<file path="config.mk">
export PLATFORM = sky130hd
export DESIGN_NAME = wb_debug_slave_flat
export DESIGN_NICKNAME = d
export VERILOG_FILES = /design/src/design/mips_pkg.sv /design/src/design/core_dbg_if.sv /design/src/design/wb_debug_slave.sv /design/src/flat_wrapper.sv
export SDC_FILE = /design/constraint.sdc
export NUM_CORES = 1
export LEC_CHECK = 0
export ABC_AREA = 0
export BUFFER_PORTS_ARGS = -buffer_cell sky130_fd_sc_hd__buf_2
export CELL_PAD_IN_SITES_DETAIL_PLACEMENT = 0
export CELL_PAD_IN_SITES_GLOBAL_PLACEMENT = 1
export CORE_AREA = 2 2 98 100
export CTS_BUF_LIST = sky130_fd_sc_hd__clkbuf_4
export DETAILED_ROUTE_END_ITERATION = 16
export DIE_AREA = 0 0 100 102
export GPL_TIMING_DRIVEN = 0
export HOLD_SLACK_MARGIN = 0.06
export PLACE_DENSITY_LB_ADDON = 0.08
export SYNTH_ARGS = -nofsm -noshare
export SYNTH_HDL_FRONTEND = slang
export SYNTH_SLANG_ARGS = --single-unit
</file>
<file path="constraint.sdc">
create_clock -name clk_to_use -period 2 [get_ports clk_to_use]
set_input_delay 0.2 -clock clk_to_use [delete_from_list [all_inputs] [get_ports clk_to_use]]
set_output_delay 0.2 -clock clk_to_use [all_outputs]
set_load 0.05 [all_outputs]
</file>
<file path="src/design/mips_pkg.sv">
package mips_pkg;

    localparam int XLEN       = 32;
    localparam int IMEM_WORDS = 64;
    localparam int DMEM_WORDS = 64;
    localparam int IMEM_AW    = 6;
    localparam int DMEM_AW    = 6;
    localparam int REG_AW     = 5;
    localparam int WB_AW      = 8;

    // Debug address map, word addresses
    localparam logic [WB_AW-1:0] WB_IMEM_BASE = 8'h00;
    localparam logic [WB_AW-1:0] WB_REG_BASE  = 8'h40;
    localparam logic [WB_AW-1:0] WB_DMEM_BASE = 8'h80;
    localparam logic [WB_AW-1:0] WB_CTRL_ADDR = 8'hC0;

    typedef enum logic [5:0] {
        OP_RTYPE = 6'h00,
        OP_J     = 6'h02,
        OP_BEQ   = 6'h04,
        OP_BNE   = 6'h05,
        OP_ADDI  = 6'h08,
        OP_LW    = 6'h23,
        OP_SW    = 6'h2B,
        OP_HALT  = 6'h3F     // Stops the core
    } opcode_e;

    typedef enum logic [5:0] {
        FN_ADD = 6'h20,
        FN_SUB = 6'h22,
        FN_AND = 6'h24,
        FN_OR  = 6'h25,
        FN_SLT = 6'h2A
    } funct_e;

    typedef enum logic [2:0] {
        ALU_ADD,
        ALU_SUB,
        ALU_AND,
        ALU_OR,
        ALU_SLT
    } alu_op_e;

    typedef struct packed {
        logic    reg_write;
        logic    mem_read;
        logic    mem_write;
        logic    alu_src;     // Immediate as operand B
        logic    reg_dst;     // rd instead of rt
        logic    mem_to_reg;
        alu_op_e alu_op;
    } ctrl_t;

endpackage

</file>
<file path="src/design/core_dbg_if.sv">
interface core_dbg_if;

    logic                             imem_we;
    logic [mips_pkg::IMEM_AW-1:0]     imem_addr;
    logic [mips_pkg::XLEN-1:0]        imem_wdata;
    logic [mips_pkg::REG_AW-1:0]      reg_raddr;
    logic [mips_pkg::XLEN-1:0]        reg_rdata;
    logic                             dmem_we;
    logic [mips_pkg::DMEM_AW-1:0]     dmem_addr;
    logic [mips_pkg::XLEN-1:0]        dmem_wdata;
    logic [mips_pkg::XLEN-1:0]        dmem_rdata;
    logic                             start;     // One-cycle run pulse
    logic                             halted;

    modport wb (
        output imem_we, imem_addr, imem_wdata, reg_raddr,
        output dmem_we, dmem_addr, dmem_wdata, start,
        input  reg_rdata, dmem_rdata, halted
    );

    modport core (
        input  imem_we, imem_addr, imem_wdata, reg_raddr,
        input  dmem_we, dmem_addr, dmem_wdata, start,
        output reg_rdata, dmem_rdata, halted
    );

endinterface

</file>
<file path="src/design/wb_debug_slave.sv">
module wb_debug_slave (
    input  logic                           clk_to_use,
    input  logic                           i_rst,
    input  logic                           i_wb_cyc,
    input  logic                           i_wb_stb,
    input  logic                           i_wb_we,
    input  logic [mips_pkg::WB_AW-1:0]     i_wb_adr,
    input  logic [mips_pkg::XLEN-1:0]      i_wb_dat,
    output logic [mips_pkg::XLEN-1:0]      o_wb_dat,
    output logic                           o_wb_ack,
    output logic                           o_running,
    core_dbg_if.wb                         dbg
);

    logic                        req;
    logic                        wr;
    logic                        sel_imem;
    logic                        sel_reg;
    logic                        sel_dmem;
    logic                        sel_ctrl;
    logic [mips_pkg::XLEN-1:0]   rdata;

    assign req = i_wb_cyc && i_wb_stb && !o_wb_ack;     // New access only
    assign wr  = req && i_wb_we;

    assign sel_imem = i_wb_adr[7:6] == mips_pkg::WB_IMEM_BASE[7:6];
    assign sel_reg  = i_wb_adr[7:5] == mips_pkg::WB_REG_BASE[7:5];   // Only 32 words
    assign sel_dmem = i_wb_adr[7:6] == mips_pkg::WB_DMEM_BASE[7:6];
    assign sel_ctrl = i_wb_adr == mips_pkg::WB_CTRL_ADDR;

    // Memory loads are locked out while a program runs
    assign dbg.imem_we    = wr && sel_imem && !o_running;
    assign dbg.imem_addr  = i_wb_adr[mips_pkg::IMEM_AW-1:0];
    assign dbg.imem_wdata = i_wb_dat;
    assign dbg.dmem_we    = wr && sel_dmem && !o_running;
    assign dbg.dmem_addr  = i_wb_adr[mips_pkg::DMEM_AW-1:0];
    assign dbg.dmem_wdata = i_wb_dat;
    assign dbg.reg_raddr  = i_wb_adr[mips_pkg::REG_AW-1:0];
    assign dbg.start      = wr && sel_ctrl && i_wb_dat[0] && !o_running;

    always_comb begin
        if (sel_reg) begin
            rdata = dbg.reg_rdata;
        end else if (sel_dmem) begin
            rdata = dbg.dmem_rdata;
        end else if (sel_ctrl) begin
            rdata = {{(mips_pkg::XLEN-2){1'b0}}, dbg.halted, o_running};
        end else begin
            rdata = '0;                                  // Imem and holes
        end
    end

    always_ff @(posedge clk_to_use or posedge i_rst) begin
        if (i_rst) begin
            o_wb_ack  <= 1'b0;
            o_wb_dat  <= '0;
            o_running <= 1'b0;
        end else begin
            o_wb_ack <= req;
            if (req) begin
                o_wb_dat <= rdata;
            end
            if (dbg.start) begin
                o_running <= 1'b1;
            end else if (dbg.halted) begin
                o_running <= 1'b0;                       // HALT retired
            end
        end
    end

endmodule

</file>
<file path="src/flat_wrapper.sv">
// flat-port wrapper written by rule: the top's interface ports become plain ports
module wb_debug_slave_flat 
  (clk_to_use, i_rst, i_wb_cyc, i_wb_stb, i_wb_we, i_wb_adr, i_wb_dat, o_wb_dat, o_wb_ack, o_running, dbg_imem_we, dbg_imem_addr, dbg_imem_wdata, dbg_reg_raddr, dbg_dmem_we, dbg_dmem_addr, dbg_dmem_wdata, dbg_start, dbg_reg_rdata, dbg_dmem_rdata, dbg_halted);
  core_dbg_if dbg_i ();
  input  logic clk_to_use;
  input  logic i_rst;
  input  logic i_wb_cyc;
  input  logic i_wb_stb;
  input  logic i_wb_we;
  input  logic [mips_pkg::WB_AW-1:0] i_wb_adr;
  input  logic [mips_pkg::XLEN-1:0] i_wb_dat;
  output logic [mips_pkg::XLEN-1:0] o_wb_dat;
  output logic o_wb_ack;
  output logic o_running;
  output wire logic [$bits(dbg_i.imem_we)-1:0] dbg_imem_we;
  output wire logic [$bits(dbg_i.imem_addr)-1:0] dbg_imem_addr;
  output wire logic [$bits(dbg_i.imem_wdata)-1:0] dbg_imem_wdata;
  output wire logic [$bits(dbg_i.reg_raddr)-1:0] dbg_reg_raddr;
  output wire logic [$bits(dbg_i.dmem_we)-1:0] dbg_dmem_we;
  output wire logic [$bits(dbg_i.dmem_addr)-1:0] dbg_dmem_addr;
  output wire logic [$bits(dbg_i.dmem_wdata)-1:0] dbg_dmem_wdata;
  output wire logic [$bits(dbg_i.start)-1:0] dbg_start;
  input wire logic [$bits(dbg_i.reg_rdata)-1:0] dbg_reg_rdata;
  input wire logic [$bits(dbg_i.dmem_rdata)-1:0] dbg_dmem_rdata;
  input wire logic [$bits(dbg_i.halted)-1:0] dbg_halted;
  assign dbg_imem_we = dbg_i.imem_we;
  assign dbg_imem_addr = dbg_i.imem_addr;
  assign dbg_imem_wdata = dbg_i.imem_wdata;
  assign dbg_reg_raddr = dbg_i.reg_raddr;
  assign dbg_dmem_we = dbg_i.dmem_we;
  assign dbg_dmem_addr = dbg_i.dmem_addr;
  assign dbg_dmem_wdata = dbg_i.dmem_wdata;
  assign dbg_start = dbg_i.start;
  assign dbg_i.reg_rdata = dbg_reg_rdata;
  assign dbg_i.dmem_rdata = dbg_dmem_rdata;
  assign dbg_i.halted = dbg_halted;
  wb_debug_slave u_core (.clk_to_use(clk_to_use), .i_rst(i_rst), .i_wb_cyc(i_wb_cyc), .i_wb_stb(i_wb_stb), .i_wb_we(i_wb_we), .i_wb_adr(i_wb_adr), .i_wb_dat(i_wb_dat), .o_wb_dat(o_wb_dat), .o_wb_ack(o_wb_ack), .o_running(o_running), .dbg(dbg_i));
endmodule
</file>
# ---- Word-level counts from Yosys, hierarchy flattened
# Index checks and enable logic that the tools add are counted.
dict set report word_totals {
  mem_bits_rw 0
  regBits 34
  romBits 0
  output_inout_bits 118
  latchBits 0
  elab_cells 25
  in_bits 110
  n_memories 0
}
dict set report classes {
  addsub 0
  n_lt_le_gt_ge 0
  n_shift 0
  n_bitwise 0
  eq_ne 3
  mux 5
  n_reduce_logical 14
  div 0
  multipliers 0
}
# cell count
set ops {}
lappend ops {{32-bit 2-to-1 mux} 2}
lappend ops {{1-bit logical AND} 10}
lappend ops {{8-bit equality test, second input constant} 1}
lappend ops {{3-bit by 2-bit equality test with 1-bit output, second input constant} 1}
lappend ops {{2-bit equality test, second input constant} 1}
lappend ops {{1-bit zero test} 2}
lappend ops {{2-bit zero test} 1}
lappend ops {{1-bit 2-to-1 mux} 2}
lappend ops {{2-bit 2-to-1 mux} 1}
lappend ops {{2-bit nonzero test} 1}

# ---- Longest topological paths before layout
# Gate-level depths: netlist (run 1).
dict set report depth {
  ltp_word 7
  mapped_depth 5
  mapped_depth_nobuf 4
}

# ---- Worst setup path after synthesis (run 1)
# Ideal clock, no wire load.
dict set report synth_path {
  path_kind {reg2out}
  start {register u_core.o_wb_ack}
  end {output port dbg_imem_we}
  setup_slack_ns -0.454
  n_path_buf 0
  arrival_time_ns 2.254
  stages_incl_launch_ff 4
  cell_sequence {dfrtp_1 nand3b_4 nor3b_2 nor3b_1}
}
dict set report synth_between {
  elab_chain_len 5
}
# item line
set synth_rtl {}
lappend synth_rtl {{start, declared} wb_debug_slave.sv:10} ;# output logic o_wb_ack,
lappend synth_rtl {{start signal, assigned} wb_debug_slave.sv:59} ;# o_wb_ack <= req;
lappend synth_rtl {{1-bit zero test} wb_debug_slave.sv:23} ;# assign req = i_wb_cyc && i_wb_stb && !o_wb_ack;
lappend synth_rtl {{1-bit logical AND} wb_debug_slave.sv:23}
lappend synth_rtl {{1-bit logical AND} wb_debug_slave.sv:24} ;# assign wr = req && i_wb_we;
lappend synth_rtl {{1-bit logical AND (2 in a row)} wb_debug_slave.sv:32} ;# assign dbg.imem_we = wr && sel_imem && !o_running;
lappend synth_rtl {{end, declared} flat_wrapper.sv:15} ;# output wire logic [$bits(dbg_i.imem_we)-1:0] dbg_imem_we;
# No other way between the ends.

# ---- Worst setup path in the final report (run 1)
dict set report layout_path {
  start {register u_core.o_wb_ack}
  end {output port dbg_start}
}
dict set report layout_between {
  elab_chain_len 6
}
# item line
set layout_rtl {}
lappend layout_rtl {{1-bit zero test} wb_debug_slave.sv:23}
lappend layout_rtl {{1-bit logical AND} wb_debug_slave.sv:23}
lappend layout_rtl {{1-bit logical AND} wb_debug_slave.sv:24}
lappend layout_rtl {{1-bit logical AND (3 in a row)} wb_debug_slave.sv:39} ;# assign dbg.start = wr && sel_ctrl && i_wb_dat[0] && !o_running;
lappend layout_rtl {{end, declared} flat_wrapper.sv:22} ;# output wire logic [$bits(dbg_i.start)-1:0] dbg_start;
# No other way between the ends.

==> results of run 1 <==
cells by family after synthesis:
logic type | count (synthesis) | synth area share
AND/OR/NAND/NOR | 75 | 0.1593
flip-flops | 34 | 0.3684
AO/OA/AOI/OAI | 35 | 0.1582
buffers and inverters | 97 | 0.3142
metal layers:
| layer | part of all wire | up-vias |
|---|---|---|
| met5 | 0 | - |
| met4 | 0.0049 | 0 |
| met3 | 0.090 | 4 |
| met2 | 0.51 | 116 |
| met1 | 0.39 | 1027 |
| li1 | - | 1151 |
worst min path at each step:
stage	startpoint	endpoint	slack, ps	cells past startpoint
after floorplan	i_rst	u_core.o_running$_DFFE_PP0P_	340	1
after global placement	dbg_reg_rdata[7]	u_core.o_wb_dat[7]$_DFFE_PP0N_	440	3
after detailed placement	i_rst	u_core.o_wb_dat[9]$_DFFE_PP0N_	400	2
after CTS	dbg_reg_rdata[14]	u_core.o_wb_dat[14]$_DFFE_PP0N_	90	3
after global routing	dbg_reg_rdata[23]	u_core.o_wb_dat[23]$_DFFE_PP0N_	100	3
final	dbg_reg_rdata[14]	u_core.o_wb_dat[14]$_DFFE_PP0N_	110	3
critical path, stage by stage, from the launching register on:
cell and delay [ps]:
dfrtp_1 410, nand3b_4 240, nor3b_4 250, and3_1 180
buf_2 250
cell type report:
class                           instances  share of cell area
Buffer                                 94              0.2037
Clock buffer                            6             0.01284
Clock inverter                          2            0.002497
Inverter                                3            0.003211
Multi-Input combinational cell        110              0.2123
Sequential cell                        34              0.2426
Tap cell                              111             0.03960
Timing Repair Buffer                  197              0.2833
power groups by stage:
stage / combinational [mW] / sequential (mW) / clock (mW)
6_report: 1.34 / 0.844 / 0.369
5_1_grt: 1.41 / 0.859 / 0.439
4_1_cts: 1.35 / 0.846 / 0.399
3_5_place_dp: 1.35 / 0.859 / 0
3_3_place_gp: 1.35 / 0.854 / 0
2_1_floorplan: 0.628 / 1.25 / 0
metrics by stage:
| step | hold slack [ps] | std cells |
|---|---|---|
| after detailed placement | 395.3 | 548 |
| after global placement | 443.8 | 548 |
| after floorplan | 341.6 | 241 |
| after global routing | 103.3 | 557 |
| final | 108.4 | 557 |
| after CTS | 91.04 | 557 |
sequential cells by signal, summed over array words and instances (netlist names):
name / count
u_core.o_running: 1
u_core.o_wb_ack: 1
u_core.o_wb_dat: 32
placed cells by master (no fill, tap or decap), types with 2 or more instances in the layout:
cell type | synthesis | final
buf_2 | 4 | 199
buf_4 | 81 | 82
nor2_1 | 62 | 62
dfrtp_1 | 34 | 34
a221oi_1 | 22 | 22
a221oi_2 | 8 | 8
buf_6 | 7 | 7
clkbuf_4 | 0 | 6
inv_1 | 3 | 2
nor3b_4 | 1 | 2
a32oi_1 | 2 | 2
nor3b_1 | 3 | 2
a211oi_2 | 2 | 2
and2_1 | 2 | 2
what timing repair did:
| action | CTS | global route |
|---|---|---|
| hold buffers | 1 | 0 |
| buffers inserted | 0 | 0 |
| resized for setup | 0 | 3 |
| hold endpoints to repair | 34 | 0 |
| setup endpoints to repair | 0 | 3 |
==> impl_results.md, run 1 <==
- Initial antenna violation count: 0
- CTS sink count: 34
- Crit path capture: dbg_start
- YS warnings: 0
- Total congestion overflow: 0
- Synth top area share: 0.3684
- Worst Hold Class: in2reg
- Multi-input gate area: 744.5 um2
- GRT met3 Usage: 0.03557
- Largest net degree at the start of global routing: 35
- Max-slew violation count: 0
- Cts bufs inserted: 5
- Via density: 4.126
- Actual slew at the worst max-slew pin: 723.7 ps
- Fin area: 3507 um2
- Critical Path Start Type: flop
- Syn Inst Count: 241
- Clock-pin slew on the worst setup and hold paths: 110 ps
- Ant diodes: 0
- Reg2reg setup slack: 440 ps
- DR pass1 iterations: 4
- RSZ-0062 raised after global routing: no
- Synth top area cells: dfrtp_1, buf_4, nor2_1
- CP max FO: 8
- Placer Congestion: 0.7307
- Tot Pwr: 2.550 mW
- Core ar.: 9109 um2
- Die height: 102 um
- Hold Vio Cnt, Final: 0
- Nets@finish: 555
- EDFF count, synth: 0
- Pwr Density: 727.0 nW/um2
- Worst flop-to-flop path startpoint: u_core.o_wb_ack$_DFF_PP0_
- Sw Share: 0.4823
- Synthesized area: 2310 um2
- Row count: 35
- Leading area contributor after synthesis: dfrtp_1
- Most common cell in the netlist: buf_4
- Unique masters post-synth: 23
- Power Internal: 1.320 mW
- ANT nets after route: 0
- Critical Path End Type: primary output
- CTS root buf: clkbuf_4
- First-pass GRT wire length: 9839 um
- Minimum clock period: 1860 ps
- Sw Pwr: 1.230 mW
- Finished Core Util: 0.3850
- DRC violations left: 0
- Placement Setup Slack: 408.6 ps
- Wire per inst: 12.33 um
- Initial DRC Count: 24
- Final setup margin: 140.2 ps
- TritonCTS clock tree: done
- Syn Area/Cell: 9.584 um2
- Htree depth: 2
- GRT met2 Usage: 0.2219
- Total number of vias: 2298
- R2r worst-path depth: 4
- Sequential power share: 0.331
- Port buffer count: 196
- Post-synthesis register bit count: 34
- Starting Density: 0.2536
- Gr busiest metal: met2
- Max-slew headroom: 0.5168
- Arr. time, crit path: 1660 ps
- Max-cap violations: 0
- Highest Clock Rate: 537.7 MHz
- Hpwl dp: 5618 um
- R2R Path End: u_core.o_wb_dat[12]$_DFFE_PP0N_
- Synth cell count leaders: buf_4, nor2_1, dfrtp_1
- M1 GR Usage: 0.1406
- Share of layout cells above drive strength 1: 0.6996
- Maximum clock path buffer count: 2
- Die area: 10200 um2
- IO Pins: 228
- Skew-Pair Late Insertion Delay: 320 ps
- Final setup fails: 0
- FILL cells: 997
- Crit Path Class: reg2out
- Leakage: 1.949 nW
- Status: finished clean
- Vias in the first global route: 2093
- Synth async-reset ratio: 1.000
- Setup Skew: 6.910 ps
- Setup TNS: 0 ps
- Fin crit share: 0.9299
- Syn_nets: 351
- Sequential element share of the synthesized area: 0.3684
- Register area: 850.8 um2
- Post-synth top flop: dfrtp_1
- All-Layer GR Usage: 0.1214
- Crit path from: u_core.o_wb_ack$_DFF_PP0_
- Required @ worst endpoint: 1800 ps
- Placement Cell Area: 3435 um2
- Die X-Extent: 100 um
- Clock power share: 0.145
- Max VDD drop: 0.2769 mV
- Routed WL: 6870 um
- Area delta synth->final: 51.84%
- Comb power frac: 0.524
Power figures use the tool's default switching activity.
==> run 2: changes to the inputs <==
HOLD_SLACK_MARGIN = 0.12   (was 0.06)
SKIP_LAST_GASP = 1   (was default)
==> impl_results.md, run 2 (synthesized netlist as in run 1, its figures left out) <==
- Area delta synth->final: 67.61%
- Total number of vias: 2438
- DRC violations left: 0
- Cts bufs inserted: 5
- Slowest cell on the critical path: dlygate4sd3_1
- Fin crit share: 0.9301
- CP max FO: 10
- Highest Clock Rate: 537.6 MHz
- Status: finished clean
- Required @ worst endpoint: 2220 ps
- Final standard cell count with taps included and fillers excluded: 592
- FILL cells: 982
- WP buf/inv: 2
- Top Registers: u_core.o_wb_dat x32, u_core.o_running x1, u_core.o_wb_ack x1
- Cells after DPL: 548
- Htree depth: 2
- ANT nets after route: 0
- Routed WL: 7151 um
- Hold Vio Cnt, Final: 0
- Die height: 102 um
- Number of flip-flops in the largest register: 32
- Max-slew violation count: 0
- Share of layout cells above drive strength 1: 0.6549
- Gr busiest metal: met2
- Critical Path Start Type: flop
- Skew-Pair Late Insertion Delay: 320 ps
- All-Layer GR Usage: 0.1259
- Setup Skew: 6.565 ps
- Placement Cell Area: 3435 um2
- Power Internal: 1.368 mW
- Core ar.: 9109 um2
- DR pass1 iterations: 4
- Post-CTS Setup Inserts: 0
- Hpwl dp: 5618 um
- Clock-pin slew on the worst setup and hold paths: 100 ps
- IO Pins: 228
- Max VDD drop: 0.2782 mV
- TritonCTS clock tree: done
- RSZ-0062 raised after global routing: yes
- Placer Congestion: 0.7307
- Critical Path End Type: flop
- Row count: 35
- Via density: 4.118
- Most flop-heavy register: u_core.o_wb_dat
- Die area: 10200 um2
- Comb power frac: 0.535
- Pwr Density: 673.9 nW/um2
- Arr. time, crit path: 2080 ps
- Setup TNS: 0 ps
- Leakage: 2.135 nW
- Starting Density: 0.2536
- First-pass GRT wire length: 10230 um
- Crit-path max cell delay: 600 ps
- Reg2reg setup slack: 140 ps
- Worst Hold Class: in2reg
- Port buffer count: 196
- Vias in the first global route: 2204
- Die X-Extent: 100 um
- Clock power share: 0.141
- CTS sink count: 34
- M1 GR Usage: 0.1415
- Max-slew headroom: 0.5178
- Nets@finish: 590
- Ant diodes: 0
- Critical Path, Cell by Cell: nand3b_4, buf_2, a221oi_1, dlygate4sd3_1, nor2_1
- Sequential power share: 0.324
- Actual slew at the worst max-slew pin: 722.2 ps
- Wire per inst: 12.08 um
- Initial antenna violation count: 0
- Commonest non-fill, non-tap cell in the layout: buf_2
- Sw Pwr: 1.241 mW
- Initial DRC Count: 40
- Maximum clock path buffer count: 2
- GRT met2 Usage: 0.2375
- Total congestion overflow: 0
- Crit Path Class: reg2reg
- CTS root buf: clkbuf_4
- Final setup fails: 0
- Sw Share: 0.4755
- Largest net degree at the start of global routing: 35
- Finished Core Util: 0.4250
- Crit path max-delay family: buffers and inverters
- Max-cap violations: 0
- Fin area: 3871 um2
- GRT met3 Usage: 0.03488
- Most frequent cells in the layout: buf_2, buf_4, nor2_1
- Minimum clock period: 1860 ps
==> run 2: through the flow <==
stage	hold WS, ps	power (mW)	setup slack, ps
after floorplan	341.6	1.874	39.41
after global placement	443.8	2.203	427.2
after detailed placement	395.3	2.211	408.6
after CTS	120.9	2.653	17.32
after global routing	121.9	2.771	-5.734
final	137.9	2.609	139.9
==> run 2: worst paths after layout <==
path / startpoint / cells after the start / end
min in group asynchronous: i_rst / 3 / u_core.o_wb_dat[9]$_DFFE_PP0N_
setup reg to reg: u_core.o_wb_ack$_DFF_PP0_ / 5 / u_core.o_wb_dat[2]$_DFFE_PP0N_
max in group asynchronous: i_rst / 3 / u_core.o_wb_dat[12]$_DFFE_PP0N_
hold reg to reg: u_core.o_wb_dat[11]$_DFFE_PP0N_ / 2 / u_core.o_wb_dat[11]$_DFFE_PP0N_
hold / removal: dbg_dmem_rdata[3] / 3 / u_core.o_wb_dat[3]$_DFFE_PP0N_
setup / recovery: u_core.o_wb_ack$_DFF_PP0_ / 5 / u_core.o_wb_dat[2]$_DFFE_PP0N_
==> run 2: power by group through the flow <==
| stage | combinational (mW) | sequential [mW] | clock (mW) |
|---|---|---|---|
| 5_1_grt | 1.47 | 0.859 | 0.439 |
| 6_report | 1.40 | 0.844 | 0.369 |
| 4_1_cts | 1.41 | 0.846 | 0.399 |
| 2_1_floorplan | 0.628 | 1.25 | 0 |
| 3_3_place_gp | 1.35 | 0.854 | 0 |
| 3_5_place_dp | 1.35 | 0.859 | 0 |
==> run 2: cell type report <==
| class | instances | area, um2 | area share |
|---|---|---|---|
| multi-input cells | 110 | 750.7 | 0.1939 |
| well taps | 111 | 138.9 | 0.03588 |
| clock buffers | 6 | 45.04 | 0.01164 |
| clock inverters | 2 | 8.758 | 0.002262 |
| repair buffers | 232 | 1346 | 0.3478 |
| plain buffers | 94 | 719.4 | 0.1858 |
| inverters | 3 | 11.26 | 0.002909 |
| flip-flops and latches | 34 | 850.8 | 0.2198 |
==> run 2: worst reg2reg max path: stages (launching register included) <==
cell and delay [ps]:
dfrtp_1 410, nand3b_4 240, buf_2 240, a221oi_1 240
dlygate4sd3_1 600, nor2_1 40
==> run 2: what timing repair did <==
| action | 4_1_cts | 5_1_grt |
|---|---|---|
| resized for setup | 0 | 11 |
| hold buffers | 36 | 0 |
| endpoints found under the hold margin | 52 | 0 |
| setup endpoints to repair | 0 | 15 |
==> run 2: per-layer routing <==
layer  up-vias  part of all wire
li1       1222                 -
met1      1094              0.39
met2       118              0.52
met3         4             0.090
met4         0            0.0048
met5         -                 0
